## src/source/gba_load_pkg.sv

```systemverilog
// Loader shared definitions
`default_nettype none

package gba_load_pkg;

	// ============================================================
	// Stream widths
	// ============================================================
	typedef logic [26:0] addr_t;   // Byte address from the host
	typedef logic [15:0] half_t;   // One download halfword
	typedef logic [7:0]  index_t;  // File index from the menu

	// One registered beat of the download stream
	typedef struct packed {
		logic   wr;     // Halfword strobe
		addr_t  addr;
		half_t  data;   // Lower-address byte sits in bits 7:0
		index_t index;
	} stream_t;

	// Download levels and their edge pulses
	typedef struct packed {
		logic cart_dl;     // Levels, at most one set
		logic bios_dl;
		logic code_dl;
		logic cart_start;  // Single-cycle pulses
		logic cart_end;
		logic code_start;
	} load_kind_t;

	// ============================================================
	// Payloads
	// ============================================================
	typedef struct packed {
		logic [31:0] word;
	} bios_word_t;

	// Cheat record, big end first
	typedef struct packed {
		logic [31:0] flags;    // 127:96
		logic [31:0] address;  // 95:64
		logic [31:0] compare;  // 63:32
		logic [31:0] replace;  // 31:0
	} cheat_code_t;

	// Cartridge status seen by the core
	typedef struct packed {
		logic       loaded;
		logic [1:0] cart_type;           // Index bits 7:6
		logic       flash_1m;            // Marker found in image
		addr_t      last_addr;           // Highest written byte address
		logic       sram_quirk;
		logic       memory_remap_quirk;
	} cart_info_t;

	// File indices
	localparam index_t CODE_INDEX = 8'd255;
	localparam index_t BIOS_INDEX = 8'd0;  // Everything else is a cartridge

	// Header title location
	localparam addr_t TITLE_ADDR       = 27'h0A0;  // First title byte
	localparam int    TITLE_BYTES      = 12;
	localparam addr_t TITLE_MATCH_ADDR = 27'h0AC;  // Compare happens on this write

	// Flash 1M marker, 9 bytes
	localparam logic [71:0] FLASH_MARK = "FLASH1M_V";

	// ============================================================
	// Quirk table
	// ============================================================
	typedef struct packed {
		logic [95:0] title;  // Zero padded at the low end
		logic        sram;
		logic        remap;
	} quirk_t;

	localparam int QUIRK_COUNT = 6;

	localparam quirk_t quirk_table [QUIRK_COUNT] = '{
		'{"ROCKY BOXING",             1'b1, 1'b0},
		'{"DBZ TAIKETSU",             1'b1, 1'b0},
		'{{"IRIDIONII", 24'h000000},  1'b1, 1'b0},
		'{{"SUPER MARIO", 8'h00},     1'b1, 1'b1},  // NES classic re-release
		'{{"DR. MARIO", 24'h000000},  1'b1, 1'b1},
		'{"WRECKINGCREW",             1'b1, 1'b1}
	};

endpackage

`default_nettype wire

```

## src/source/cart_scan.sv

```systemverilog
// Cartridge image scanner
`default_nettype none

module cart_scan (
	input  logic                     clk_sys,
	input  logic                     reset,
	input  gba_load_pkg::stream_t    beat,
	input  gba_load_pkg::load_kind_t kind,
	output gba_load_pkg::cart_info_t info
);

	logic                loaded;
	logic [1:0]          cart_type;
	logic                flash_1m;
	gba_load_pkg::addr_t last_addr;
	gba_load_pkg::addr_t wr_addr;   // Address of the latest cart write
	logic [63:0]         history;   // Last eight image bytes, oldest on top

	logic        cart_wr;
	logic [71:0] mark_low;   // History plus the new low byte
	logic [71:0] mark_both;  // Seven history bytes plus both new bytes

	assign cart_wr = kind.cart_dl & beat.wr;

	// Marker may end on either byte of a halfword
	assign mark_low  = {history, beat.data[7:0]};
	assign mark_both = {history[55:0], beat.data[7:0], beat.data[15:8]};

	// ============================================================
	// Status flags
	// ============================================================
	always_ff @(posedge clk_sys) begin
		if (reset) begin
			loaded    <= 1'b0;
			cart_type <= 2'b00;
			flash_1m  <= 1'b0;
		end else begin
			if (kind.cart_start) begin
				loaded    <= 1'b1;
				cart_type <= beat.index[7:6];  // Type bits ride on the index
				flash_1m  <= 1'b0;             // New image, forget old marker
			end
			if (cart_wr) begin
				if (mark_low == gba_load_pkg::FLASH_MARK)  flash_1m <= 1'b1;
				if (mark_both == gba_load_pkg::FLASH_MARK) flash_1m <= 1'b1;
			end
		end
	end

	// Byte history and addresses
	always_ff @(posedge clk_sys) begin
		if (cart_wr) begin
			history <= {history[47:0], beat.data[7:0], beat.data[15:8]};
			wr_addr <= beat.addr;
		end
		if (kind.cart_end) last_addr <= wr_addr;  // Image size for the core
	end

	// Quirk fields belong to the quirk detector
	always_comb begin
		info                    = '0;
		info.loaded             = loaded;
		info.cart_type          = cart_type;
		info.flash_1m           = flash_1m;
		info.last_addr          = last_addr;
	end

endmodule

`default_nettype wire

```

## src/source/download_classify.sv

```systemverilog
// Download stream classifier
`default_nettype none

module download_classify (
	input  logic                    clk_sys,
	input  logic                    reset,
	input  logic                    ioctl_download,
	input  logic                    ioctl_wr,
	input  gba_load_pkg::addr_t     ioctl_addr,
	input  gba_load_pkg::half_t     ioctl_dout,
	input  gba_load_pkg::index_t    ioctl_index,
	output gba_load_pkg::stream_t   beat,
	output gba_load_pkg::load_kind_t kind
);

	logic                 wr_q;
	gba_load_pkg::addr_t  addr_q;
	gba_load_pkg::half_t  data_q;
	gba_load_pkg::index_t index_q;

	logic cart_dl, bios_dl, code_dl;       // Registered levels
	logic cart_dl_q, code_dl_q;            // One cycle older, for edges
	logic cart_start, cart_end, code_start;

	// Stream register, only the strobe is control
	always_ff @(posedge clk_sys) begin
		if (reset) wr_q <= 1'b0;
		else       wr_q <= ioctl_wr;
	end

	always_ff @(posedge clk_sys) begin
		addr_q  <= ioctl_addr;
		data_q  <= ioctl_dout;
		index_q <= ioctl_index;
	end

	// Kind decode and edge pulses
	always_ff @(posedge clk_sys) begin
		if (reset) begin
			{cart_dl, bios_dl, code_dl} <= 3'b000;
			{cart_dl_q, code_dl_q}      <= 2'b00;
			{cart_start, cart_end, code_start} <= 3'b000;
		end else begin
			code_dl <= ioctl_download & (ioctl_index == gba_load_pkg::CODE_INDEX);
			bios_dl <= ioctl_download & (ioctl_index == gba_load_pkg::BIOS_INDEX);
			cart_dl <= ioctl_download & (ioctl_index != gba_load_pkg::CODE_INDEX)
			           & (ioctl_index != gba_load_pkg::BIOS_INDEX);
			cart_dl_q  <= cart_dl;
			code_dl_q  <= code_dl;
			cart_start <= cart_dl & ~cart_dl_q;  // Rise of the level
			cart_end   <= ~cart_dl & cart_dl_q;  // Fall of the level
			code_start <= code_dl & ~code_dl_q;
		end
	end

	assign beat = '{wr: wr_q, addr: addr_q, data: data_q, index: index_q};
	assign kind = '{cart_dl: cart_dl, bios_dl: bios_dl, code_dl: code_dl,
	                cart_start: cart_start, cart_end: cart_end, code_start: code_start};

	// Only one kind of download at a time
	a_one_level: assert property (@(posedge clk_sys) disable iff (reset)
		$onehot0({kind.cart_dl, kind.bios_dl, kind.code_dl}))
		else $error("download_classify: more than one download level set");

endmodule

`default_nettype wire

```

## src/source/gba_loader_top.sv

```systemverilog
// Loader front end top
`default_nettype none

module gba_loader_top (
	input  logic                       clk_sys,
	input  logic                       reset,
	input  logic                       ioctl_download,
	input  gba_load_pkg::index_t       ioctl_index,
	input  gba_load_pkg::addr_t        ioctl_addr,
	input  gba_load_pkg::half_t        ioctl_dout,
	input  logic                       ioctl_wr,
	input  logic                       homebrew_bios,  // Skip BIOS writes
	output logic [11:0]                bios_wraddr,
	output gba_load_pkg::bios_word_t   bios_wrdata,
	output logic                       bios_wr,
	output gba_load_pkg::cheat_code_t  cheat_code,
	output logic                       cheat_valid,
	output logic                       cheat_clear,
	output gba_load_pkg::cart_info_t   cart_info
);

	localparam int BIOS_FIELDS  = $bits(gba_load_pkg::bios_word_t) / 32;
	localparam int CHEAT_FIELDS = $bits(gba_load_pkg::cheat_code_t) / 32;

	gba_load_pkg::stream_t    beat;
	gba_load_pkg::load_kind_t kind;
	gba_load_pkg::cart_info_t scan_info;   // Scanner part, quirks zero
	logic                     sram_quirk;
	logic                     memory_remap_quirk;

	// ============================================================
	// Stream decode
	// ============================================================
	download_classify classify0 (
		.clk_sys, .reset,
		.ioctl_download, .ioctl_wr, .ioctl_addr, .ioctl_dout, .ioctl_index,
		.beat, .kind
	);

	// Cartridge status
	cart_scan scan0 (.clk_sys, .reset, .beat, .kind, .info(scan_info));

	quirk_detect quirk0 (
		.clk_sys, .reset, .beat, .kind,
		.sram_quirk, .memory_remap_quirk
	);

	// ============================================================
	// Payload builders
	// ============================================================
	halfword_assembler #(
		.payload_t (gba_load_pkg::bios_word_t),
		.FIELDS    (BIOS_FIELDS)
	) bios_asm0 (
		.clk_sys, .reset,
		.enable    (kind.bios_dl & ~homebrew_bios),  // Homebrew BIOS keeps its own image
		.beat,
		.payload   (bios_wrdata),
		.word_addr (bios_wraddr),
		.done      (bios_wr)
	);

	halfword_assembler #(
		.payload_t (gba_load_pkg::cheat_code_t),
		.FIELDS    (CHEAT_FIELDS)
	) cheat_asm0 (
		.clk_sys, .reset,
		.enable    (kind.code_dl),
		.beat,
		.payload   (cheat_code),
		.word_addr (),                  // Records carry their own address
		.done      (cheat_valid)
	);

	// Old cheat list goes when a new one starts
	assign cheat_clear = kind.code_start;

	// Merge scanner and quirk fields
	always_comb begin
		cart_info                    = scan_info;
		cart_info.sram_quirk         = sram_quirk;
		cart_info.memory_remap_quirk = memory_remap_quirk;
	end

endmodule

`default_nettype wire

```

## src/source/halfword_assembler.sv

```systemverilog
// Halfword to payload assembler
`default_nettype none

module halfword_assembler #(
	parameter type payload_t = logic [31:0],
	parameter int  FIELDS    = 1            // Number of 32-bit fields
) (
	input  logic                  clk_sys,
	input  logic                  reset,
	input  logic                  enable,
	input  gba_load_pkg::stream_t beat,
	output payload_t              payload,
	output logic [11:0]           word_addr,
	output logic                  done
);

	localparam int PAYLOAD_W = $bits(payload_t);
	localparam int SLOTS     = 2 * FIELDS;          // Halfwords per payload
	localparam int SLOT_W    = $clog2(SLOTS);
	localparam int POS_W     = $clog2(PAYLOAD_W);

	logic [PAYLOAD_W-1:0] payload_q;
	logic [SLOT_W-1:0]    slot;       // Halfword slot inside the payload
	logic [POS_W-1:0]     bit_lo;     // Low bit of the slot's half field
	logic                 take;
	logic                 last_slot;

	assign take      = enable & beat.wr;
	assign slot      = beat.addr[SLOT_W:1];           // Address over 2, modulo slots
	assign last_slot = (slot == SLOT_W'(SLOTS - 1));

	// Field slot/2 counted from the top, low half on even slots
	assign bit_lo = POS_W'(32 * (FIELDS - 1 - int'(slot >> 1)) + 16 * int'(slot[0]));

	// ============================================================
	// Payload fill
	// ============================================================
	always_ff @(posedge clk_sys) begin
		if (take) begin
			payload_q[bit_lo +: 16] <= beat.data;
			if (last_slot) word_addr <= beat.addr[13:2];  // Word address of the payload
		end
	end

	// Completion pulse
	always_ff @(posedge clk_sys) begin
		if (reset) done <= 1'b0;
		else       done <= take & last_slot;
	end

	assign payload = payload_t'(payload_q);

	// Host walks addresses upward, so completions are spaced
	a_done_single: assert property (@(posedge clk_sys) disable iff (reset)
		done |=> !done)
		else $error("halfword_assembler: done held for two cycles");

endmodule

`default_nettype wire

```

## src/source/quirk_detect.sv

```systemverilog
// Header title quirk matcher
`default_nettype none

module quirk_detect (
	input  logic                     clk_sys,
	input  logic                     reset,
	input  gba_load_pkg::stream_t    beat,
	input  gba_load_pkg::load_kind_t kind,
	output logic                     sram_quirk,
	output logic                     memory_remap_quirk
);

	localparam int TITLE_LAST = gba_load_pkg::TITLE_BYTES - 2;  // Offset of last halfword

	logic [95:0]         title;     // Title bytes, first byte on top
	gba_load_pkg::addr_t offset;    // Byte offset into the title
	logic [6:0]          title_lsb; // Bit position of the halfword
	logic                in_title;
	logic                at_match;
	logic                cart_wr;
	logic                hit_sram;
	logic                hit_remap;

	assign cart_wr  = kind.cart_dl & beat.wr;
	assign offset   = beat.addr - gba_load_pkg::TITLE_ADDR;
	assign in_title = (beat.addr >= gba_load_pkg::TITLE_ADDR)
	                  && (beat.addr < gba_load_pkg::TITLE_MATCH_ADDR);
	assign at_match = (beat.addr == gba_load_pkg::TITLE_MATCH_ADDR);

	// Earlier bytes land higher in the title
	assign title_lsb = 7'((TITLE_LAST - int'(offset[3:0])) * 8);

	// ============================================================
	// Title capture
	// ============================================================
	always_ff @(posedge clk_sys) begin
		if (cart_wr && in_title)
			title[title_lsb +: 16] <= {beat.data[7:0], beat.data[15:8]};  // Swap to big end
	end

	// Table lookup, any matching entry contributes its flags
	always_comb begin
		hit_sram  = 1'b0;
		hit_remap = 1'b0;
		for (int i = 0; i < gba_load_pkg::QUIRK_COUNT; i++) begin
			if (title == gba_load_pkg::quirk_table[i].title) begin
				hit_sram  = hit_sram | gba_load_pkg::quirk_table[i].sram;
				hit_remap = hit_remap | gba_load_pkg::quirk_table[i].remap;
			end
		end
	end

	// ============================================================
	// Quirk flags
	// ============================================================
	always_ff @(posedge clk_sys) begin
		if (reset) begin
			sram_quirk         <= 1'b0;
			memory_remap_quirk <= 1'b0;
		end else if (kind.cart_start) begin
			sram_quirk         <= 1'b0;  // Fresh cartridge, no quirks yet
			memory_remap_quirk <= 1'b0;
		end else if (cart_wr && at_match) begin
			if (hit_sram)  sram_quirk         <= 1'b1;
			if (hit_remap) memory_remap_quirk <= 1'b1;
		end
	end

	// Remap games always need the sram quirk as well
	a_remap_implies_sram: assert property (@(posedge clk_sys) disable iff (reset)
		$rose(memory_remap_quirk) |-> sram_quirk)
		else $error("quirk_detect: remap set without sram quirk");

endmodule

`default_nettype wire

```

## config.mk

```make
export PLATFORM = sky130hd
export DESIGN_NAME = gba_loader_top
export DESIGN_NICKNAME = d
export VERILOG_FILES = /design/src/source/gba_load_pkg.sv /design/src/source/cart_scan.sv /design/src/source/download_classify.sv /design/src/source/gba_loader_top.sv /design/src/source/halfword_assembler.sv /design/src/source/quirk_detect.sv
export SDC_FILE = /design/constraint.sdc
export NUM_CORES = 1
export LEC_CHECK = 0
export ABC_CLOCK_PERIOD_IN_PS = 5100
export BUFFER_PORTS_ARGS = -buffer_cell sky130_fd_sc_hd__buf_2
export CAP_MARGIN = 20
export CORE_MARGIN = 2
export CORE_UTILIZATION = 56
export DETAILED_ROUTE_END_ITERATION = 6
export PLACE_DENSITY = 0.79
export REMOVE_ABC_BUFFERS = 1
export SYNTH_ARGS = -nofsm -noshare
export SYNTH_HDL_FRONTEND = slang
export SYNTH_SLANG_ARGS = --single-unit
```

## constraint.sdc

```tcl
create_clock -name clk_sys -period 5.1 [get_ports clk_sys]
set_input_delay 1.02 -clock clk_sys [delete_from_list [all_inputs] [get_ports clk_sys]]
set_output_delay 1.02 -clock clk_sys [all_outputs]
set_load 0.01 [all_outputs]
```

# Yosys cells after proc, flatten, opt, wreduce, memory -nomap -nowiden
# Cells that the tools add are included.
# word_totals
regBits	454
output_inout_bits	208
input_bits	56
wordCells	95
# classes
mux	16
bitwise	17
magnitude_cmp	2
reduce_logical	9
shifts	6
eq_ne	12
addsub	7
# ops
cell	count
$eq 96x95->1 const B	6
$eq 72x71->1 const B	2
$bwmux 128	1
$shift 16x9->128 const A	1
$shiftx 16x9->128	1
$bwmux 96	1
$shift 16x9->96 const A	1
$shiftx 16x9->96	1
$bwmux 32	1
$shift 16x7->32 const A	1
$shiftx 16x7->32	1
$eq 27x8->1 const B	1
$ge 27x8->1 const B	1
$lt 27x8->1 const B	1
$neg 7->9	2
$and 1x1->1	13
$mux 1	13
$eq 8x8->1 const B	1
$logic_not 8->1	1
$ne 8x8->1 const B	1
$reduce_bool 8->1	1
$add 7x6->7	1
$neg 5->7	1
$reduce_and 2->1	3
other kinds (7)	12

# Depth between registers and ports, before layout
# Gate-level depths: netlist (run 1).
# logic_depth
word_depth	8
ltp_mapped	12
depth_no_buf	8

# By module
# A second synthesis (run 1) with hierarchy kept.
# hier_totals
cells_unflattened	1162
area_unflattened_um2	17862.1
# modules_own_cells
module	area_per_inst_um2	instances	cells_each	seq_area_each_um2
halfword_assembler at cheat_asm0	5794.3	1	350	4224.1
quirk_detect	5106.1	1	463	2922.8
cart_scan	4001.3	1	180	3623.5
halfword_assembler at bios_asm0	1584.0	1	83	1341.3
download_classify	1347.5	1	83	1201.2
gba_loader_top	28.8	1	3	0.0

# Worst setup path after synthesis (run 1)
# OpenSTA, ideal clock, no wires.
# synth_timing
path_type	register to register
startpoint	reg classify0.wr_q
endpoint	reg quirk0.title[72], enable pin
n_path_buf	0
required_ps	4714
stages_incl_launch_ff	6
arrival_ps	3937
path_slack_ps	777
setup_ps	386
synth_period_minus_slack_ps	4323
cell_sequence	dfxtp_1 and2_1 nand3_1 nor2_1 nand2_1 a211oi_1
# synth_via
elab_chain_len	2
# synth_rtl
item	line_no	text
from (decl)	download_classify.sv:16	logic wr_q;
from (signal assigned)	download_classify.sv:28	else wr_q <= ioctl_wr;
$and 1x1->1	quirk_detect.sv:24	assign cart_wr = kind.cart_dl & beat.wr;
via quirk0.cart_wr	quirk_detect.sv:20	logic cart_wr;
$logic_and 1x1->1	quirk_detect.sv:37	if (cart_wr && in_title)
to (signal, indexed assignment)	quirk_detect.sv:38	title[title_lsb +: 16] <= {beat.data[7:0], beat.data[15:8]};
to (decl)	quirk_detect.sv:15	logic [95:0] title;
# The timed path passes the listed nets, and every way through them passes these cells.
# A chain may end at the register's enable or synchronous reset.

# Worst setup path after layout (run 1)
# layout_timing
startpoint	reg classify0.addr_q[1]
endpoint	reg quirk0.title[69], enable pin
# layout_via
elab_chain_len	3
word_cells_on_any_way	4
cone_classes	order compare: 2; reduce/logical: 2
# layout_rtl
item	line_no	text
from (decl)	download_classify.sv:17	gba_load_pkg::addr_t addr_q;
from (signal assigned)	download_classify.sv:32	addr_q <= ioctl_addr;
$ge 27x8->1 / $lt 27x8->1 (equally long branches)	quirk_detect.sv:26, quirk_detect.sv:27	
$logic_and 1x1->1 *	quirk_detect.sv:27	&& (beat.addr < gba_load_pkg::TITLE_MATCH_ADDR);
$logic_and 1x1->1 *	quirk_detect.sv:37	
# Mark *: on every way between the ends. The rest lies on a longest branch, timed or not.

==> results by stage, run 1 <==
Status:
- The flow ran to the end, and the final reports show no timing, DRC or antenna violations.

Global routing:
- In the global route stage, overall resource usage came out at 28.5%.
- The overall overflow remaining after global route is 0.
- The initial antenna violation count was 2.
- Entering global routing, the biggest net connects 58 pins.
- The global-route wire length before repair is 65.0 mm.
- The via count of the first global-routing pass was 10600.

Pwr:
- The power density relative to cell area is between 300 and 400 nW/um^2.
- In this run, flip-flops and latches consume a little over half of the power.
- The total internal power is 5.83 mW.
- The fraction of power spent switching nets is about a fifth.
- The analysis attributes to net switching a power of 1.58 mW.
- Summed over all cells, the static leakage comes to 6.54 nW.
- The peak supply drop is roughly 300 uV.
- The clock group share of total power is 41.0%.
- In this run, the combinational gates consume 4.5% of the power.

Clocking:
- The total CTS buffers is 43.
- The number of gates resized after CTS is 0.
- Clock-pin slew was measured on the worst setup and hold paths at 60 ps.
- In this run the post-CTS setup repair buffer count came out at 0.
- The clock network latency to the later pin of the worst-skew pair is 550 ps.
- The clock tree from TritonCTS is done.
- In this run the number of H-tree levels came out at 2.
- The number of sinks on the clock net is 448.
- The buffer depth of the longest clock path is 3.
- The number of buffers inserted by hold repair at cts is 0.
- The library cell used as clock root buffer is sky130_fd_sc_hd__clkbuf_16.

Synthesis:
- In this run, synthesis produced a sequential element count of roughly 450.
- The unique cell type count in the Yosys netlist is 59.
- The post-synthesis area per instance is 14.7 sq um.
- For this run, the number of Yosys warnings is 0.
- The share of synthesized registers carrying an async set or reset is 0%.
- The top flip-flop cell by instance count after synthesis is sky130_fd_sc_hd__edfxtp_1.
- The cell count after synthesis came out at 1141.
- The post-synth design cell area is 16700 sq um.
- The sequential-to-total area share from yosys stat is 76.8%.
- In this run, synthesis inferred 386 flip-flops with an integrated enable.

Placement:
- The sum of net half-perimeters after detailed placement is 30.8 mm.
- The area after detailed placement is 18500 sq um.
- The routability congestion estimate from global placement is 0.970.
- The number of I/O port buffers is 263.

Setup path:
- The number of cells on the worst reg-to-reg path is 7.
- The kind of start point of the critical path is a flop.
- Tracing the worst setup path back leads to its startpoint at classify0.addr_q[1].
- The worst register-to-register path begins at classify0.addr_q[1].
- The worst setup path is of the reg -> reg kind.
- STA classifies the critical path endpoint as a flop.
- At the worst endpoint, the required time is 5250 ps.
- The maximum fanout along the worst path is 18.
- For flop-to-flop paths, the worst setup slack is 1270 ps.
- The critical path ends at quirk0.title[69].
- In this run the critical register-to-register path is captured at quirk0.title[69].
- At the worst endpoint, the arrival time is 3980 ps.

Routing:
- The detail route stage leaves a number of antenna-violating nets equal to 0.
- The overall via count from detail_route is 10900.
- Before antenna repair, the detailed router went through 5 iterations.
- Dividing the detail-routed via count by the number of cells gives 5.90.
- After the first detailed-routing iteration, the DRC count stood at 1364.
- The routed wirelength normalized by instance count is 24.2 um.
- The post-detailed-route DRC marker count is 0.
- The routed design has 44.8 mm of wire.

Final layout:
- The area overhead of the layout relative to synthesis is 19.0%.
- The final design instance area without fill is 19900 sq um.
- The top cell types in the final layout, fill and taps aside, are sky130_fd_sc_hd__edfxtp_1, sky130_fd_sc_hd__buf_2, sky130_fd_sc_hd__nor2_1.
- The post-route netlist has 26.1% of its cells at a drive strength greater than 1.
- The final-layout fill cell count is 2074.
- The library cell used most frequently in the layout, excluding fill and tap cells, is sky130_fd_sc_hd__edfxtp_1.
- The number of nets in the layout is between 1000 and 1500.

STA:
- The number of max-slew violations in the final report is 0.
- The actual slew at the worst max-slew pin is ~1100 ps.
- In this run the tightest slew margin relative to its limit is 27.4%.
- The post-layout minimum cycle time is approximately 3800 ps.
- Setup repair after global routing left no endpoint under its margin.
- The share of the cycle needed by the critical path after routing is around three quarters.
- The final clock skew is 22.4 ps.
- The final-report hold violation count is 0.
- Static timing analysis puts the maximum clock frequency at 261 MHz.
- Setup violations remaining at the end of the flow were counted as 0.
- Summed over all failing endpoints, the final setup total negative slack is 0 ps.

Die:
- The die height is 177 um.
- 264 I/O pins were placed.
- Once the floorplan was initialized, standard cells occupied 56.7% of the core.
- The core region is between 20000 and 30000 sq um.
- The horizontal extent of the die is 177 um.
- The die area is 31200 sq um.
- The count of standard-cell rows is 63.

Flow run:
- The tool flagged a number of max-cap violations equal to 0.

Worst hold path:
- In this run the worst hold path is classified as reg -> reg.
==> power by group through the flow <==
stage                     logic, mW  clock network (mW)  registers [mW]
after global routing          0.358                3.20            4.04
after global placement        0.312                   0            4.12
after detailed placement      0.321                   0            4.12
after CTS                     0.325                3.05            4.04
after floorplan               0.167                   0            4.12
final                         0.331                3.03            4.04
==> worst min path at each step <==
stage / from / endpoint / slack (ps) / depth (start not counted)
after global routing: classify0.code_dl_q / classify0.code_start / 400 / 1
after floorplan: classify0.code_dl_q / classify0.code_start / 370 / 1
final: classify0.code_dl_q / classify0.code_start / 380 / 1
after CTS: classify0.code_dl_q / classify0.code_start / 390 / 1
after global placement: classify0.code_dl_q / classify0.code_start / 370 / 1
after detailed placement: classify0.code_dl_q / classify0.code_start / 380 / 1
==> worst max-delay path: stages, from the launching register on <==
cell and delay (ps):
sky130_fd_sc_hd__dfxtp_2 320, sky130_fd_sc_hd__inv_1 150, sky130_fd_sc_hd__ha_1 670, sky130_fd_sc_hd__a21o_1 180, sky130_fd_sc_hd__a21oi_1 70, sky130_fd_sc_hd__o21ai_1 480, sky130_fd_sc_hd__nand4_1 540, sky130_fd_sc_hd__nor3_1 1020
==> registers in the layout, summed over array words and instances, names as in the netlist, 2 cells and up <==
name and cells:
bios_asm0.payload 32, bios_asm0.word_addr 12, cheat_asm0.payload 128, classify0.addr_q 27, classify0.data_q 16, classify0.index_q 2, quirk0.title 96, scan0.cart_type 2
scan0.history 64, scan0.last_addr 27, scan0.wr_addr 27
==> metal layers <==
metal	track usage [%]	routed length, um	part of all wire (%)	vias up
met4	8.95	1350	3.0	2
li1	-	-	-	4775
met3	7.45	5350	12	116
met5	0	9	0.020	-
met2	46.8	21600	48	716
met1	37.6	16500	37	5316
==> per-stage QoR <==
step / utilization [%] / setup WS (ps) / instances / total power, mW / hold WS (ps)
floorplan: - / 696 / 1086 / 4.28 / 367
global placement: 62.9 / 1520 / 1772 / 4.43 / 374
detailed placement: 62.9 / 1380 / 1772 / 4.44 / 382
CTS: 67.4 / 1360 / 1848 / 7.42 / 385
global route: 67.5 / 1030 / 1851 / 7.61 / 398
finish: 67.5 / 1270 / 1852 / 7.41 / 383
==> layout make-up <==
type / instances / area (sq um) / share of cell area, %
multi-input combinational: 617 / 3570 / 17.9
clock buffer: 60 / 1180 / 5.94
antenna: 1 / 2.50 / 0.0126
inverter: 21 / 78.8 / 0.396
timing repair buffer: 299 / 1590 / 7.97
sequential: 448 / 12800 / 64.5
tap: 390 / 488 / 2.45
clock inverter: 16 / 156 / 0.786
==> cell usage after synthesis, types with 19 or more instances <==
cell type,count,area (sq um)
sky130_fd_sc_hd__edfxtp_1,386,11600
sky130_fd_sc_hd__nor2_1,174,653
sky130_fd_sc_hd__and2_1,75,469
sky130_fd_sc_hd__dfxtp_1,62,1240
sky130_fd_sc_hd__nand2_1,58,218
sky130_fd_sc_hd__clkbuf_1,39,146
sky130_fd_sc_hd__nor2b_1,35,219
sky130_fd_sc_hd__a22oi_1,32,240
sky130_fd_sc_hd__nand4_1,28,175
sky130_fd_sc_hd__nor3_1,28,140
sky130_fd_sc_hd__nor4_1,28,175
sky130_fd_sc_hd__nand3_1,24,120
sky130_fd_sc_hd__inv_1,20,75.1
sky130_fd_sc_hd__nor4b_1,19,166
==> kinds of logic (layout without fill, tap and decap cells) <==
family,count (synthesis),count (layout),share of synthesized area (%)
compound gates,62,62,2.79
xor+xnor,2,2,0.150
fa+ha+maj,11,11,0.823
buf+inv,76,396,1.96
flops,448,448,76.8
mux,11,11,0.659
other cells,0,1,0
simple gates,531,531,16.8
No activity file was read; power rests on OpenSTA's default activity.
==> run 2: changes to the inputs <==
Settings changed: ABC_CLOCK_PERIOD_IN_PS 5100 to 3200, CORE_UTILIZATION 56 to 51, PLACE_DENSITY 0.79 to 0.76.
Clock period 5.1 ns to 3.2 ns, I/O delays scaled along.
==> run 2 against run 1 <==
Against the previous run: non-clock buffer count grew 29; core utilization is 4.6 points lower; hold slack worse by 200 ps; die area grew 9.6%; global-route usage fell by 2.2 points; total power is 65% higher; largest cell class unchanged; wire length is 0.17% higher; critical path type unchanged; highest routed layer unchanged; first-iteration DRC count decreased by 18%; largest power group unchanged; critical endpoint is now quirk0.title[51]; register-to-register slack worse by 1000 ps.
==> results by stage, run 2 (same netlist as run 1, synthesis figures left out) <==
Clocking:
- After clock tree synthesis, the setup repair step added 0 buffers.
- The buffer depth of the longest clock path is 3.
- The number of gates resized after CTS is 0.
- The total CTS buffers is between 40 and 50.
- Clock-pin slew was measured on the worst setup and hold paths at around 60 ps.
- In this run the number of H-tree levels came out at 2.
- The number of buffers inserted by hold repair at cts is 0.
- The root buffer cell chosen for the clock tree is sky130_fd_sc_hd__clkbuf_16.
- CTS saw 448 sinks.
- The clock tree from TritonCTS is done.
- The clock network latency to the later pin of the worst-skew pair is around 560 ps.

Routing:
- The routed wire length is 44.9 mm.
- The length of the first detailed-routing pass in iterations is 5.
- The overall via count from detail_route is 10900.
- The routed wirelength normalized by instance count is 23.1 um.
- In the routed design, unresolved DRC markers number 0.
- The iteration-0 DRC count of the detailed router is around 1100.
- The number of vias per cell after detailed routing is ~5.6.
- The count of nets left with antenna violations after detail routing is 0.

Final layout:
- The flip-flop count of the largest register after layout is 128.
- In the layout the commonest cells are sky130_fd_sc_hd__edfxtp_1, sky130_fd_sc_hd__buf_2, sky130_fd_sc_hd__nor2_1.
- The number of nets in the layout is ~1500.
- After routing the design area is slightly above 20000 sq um.
- The area growth from synthesis to layout is 21.7%.
- The filler cells instantiated in the layout total between 2000 and 2500.
- The commonest non-fill, non-tap cell in the layout is sky130_fd_sc_hd__edfxtp_1.
- The share of cells above drive strength 1 is between 20 and 30%.

Flow run:
- Across the run, the number of max-cap violations was 0.

Pwr:
- Across the VDD grid, the largest voltage drop is roughly 450 uV.
- The total design power is 12.2 mW.
- Dividing total power by cell area gives a power density of 600 nW/um^2.
- Summed over all cells, the static leakage comes to 6.77 nW.

Global routing:
- For this run the aggregate overflow at the end of global routing stands at 0.
- Entering global routing, the biggest net connects 58 pins.
- The global-route wire length before repair is 65.8 mm.
- Global routing used 26.3% of the available tracks across all layers.
- The initial antenna violation count is 1.
- The via count of the first global-routing pass is 10600.

Placement:
- The area after detailed placement is roughly 19000 sq um.
- The routability congestion estimate from global placement is 0.980.
- Buffers placed on the I/O ports in this run total 263.
- The sum of net half-perimeters after detailed placement is 31.7 mm.

Die:
- The horizontal extent of the die is around 190 um.
- The total I/O pin count is roughly 260.
- The placeable core area is approximately 32000 sq um.
- The initial cell density of the core is 51.6%.
- The die covers 34200 sq um.
- The count of standard-cell rows is 66.
- Measured along the y axis, the die boundary spans 185 um.

STA:
- The total of endpoints with negative setup slack in the final report is 0.
- The actual slew at the worst max-slew pin is approximately 940 ps.
- Subtracting the final worst setup slack from the clock period gives approximately 3000 ps.
- After layout, the worst path uses 92.5% of the clock period.
- The number of max-slew violations in the final report was 0.
- Measured against its own limit, the worst slew margin works out to 37.4%.
- Setup repair after global routing left no endpoint under its margin.
- The clock arrives with 20.6 ps of skew.
- The maximum operating frequency is between 300 and 400 MHz.
- The final-report hold violation count is 0.

Setup path:
- The critical path is of the reg -> reg type.
- For the worst setup path, the data arrival time is 3210 ps.
- The critical path goes through inv_1, ha_1, nor2b_1, o21ai_0, a21o_1, nand3_2, nor3_1, buf_4.
- The maximum fanout along the worst path is 19.
- The cell with the largest stage delay on the worst path is sky130_fd_sc_hd__dfxtp_1.
- STA puts the critical path data required time at around 3500 ps.
- STA classifies the critical path startpoint as a flop.
- The critical path endpoint category is a flop.
- The delay contributed by the slowest stage of the critical path is 550 ps.
- The worst register-to-register path has a depth of 8.

Worst hold path:
- The count of cells along the worst hold path is 1.
- The path class of the tightest hold or removal check is in -> reg.

Status:
- The run finished with clean final reports.
## run 2: power breakdown
part           switching [mW]  internal, mW
logic                   0.357         0.178
registers              0.0774          6.38
clock network            2.16          3.07
total                    2.59          9.62
## run 2: area by class of cell
cell class	instances	area (sq um)	area share (%)
Antenna cell	1	2.50	0.0123
Clock buffer	63	1330	6.53
Clock inverter	19	168	0.824
Inverter	21	78.8	0.388
Multi-Input combinational cell	617	3570	17.6
Sequential cell	448	12800	63.1
Tap cell	442	553	2.72
Timing Repair Buffer	328	1800	8.87
## run 2: metal layers
layer  GRT usage (%)  part of all wire (%)  routed length (um)
met5               0                 0.025                  11
met2            44.0                    49               21900
met4            7.43                   2.4                1080
met3            4.25                   8.8                3930
met1            35.9                    40               17900
## run 2: final timing paths
| kind | slack (ps) | to | from |
|---|---|---|---|
| worst max-delay path | 240 | quirk0.title[51] | classify0.addr_q[2] |
| worst min-delay path | 180 | classify0.data_q[5] | ioctl_dout[5] |
| worst max register to register | 240 | quirk0.title[51] | classify0.addr_q[2] |
| worst min register to register | 380 | classify0.code_start | classify0.code_dl_q |
## run 2: critical path: cells and delay by family (launching register included)
family,cells,cell delay (ps)
AND/OR/NAND/NOR,3,900
flip-flops,1,550
AO/OA/AOI/OAI,2,550
buffers and inverters,2,390
adder cells (fa/ha/maj),1,260
## run 2: per-stage QoR
step                worst slack (ps)  hold WS [ps]  TNS [ps]  std cells  utilization, %
floorplan                      -1200           367   -151780       1086               -
global placement                 300           375         0       1856            58.2
detailed placement               250           382         0       1856            58.2
CTS                              219           162         0       1938            62.8
global route                    15.1           166         0       1938            62.8
finish                           239           181         0       1939            62.8
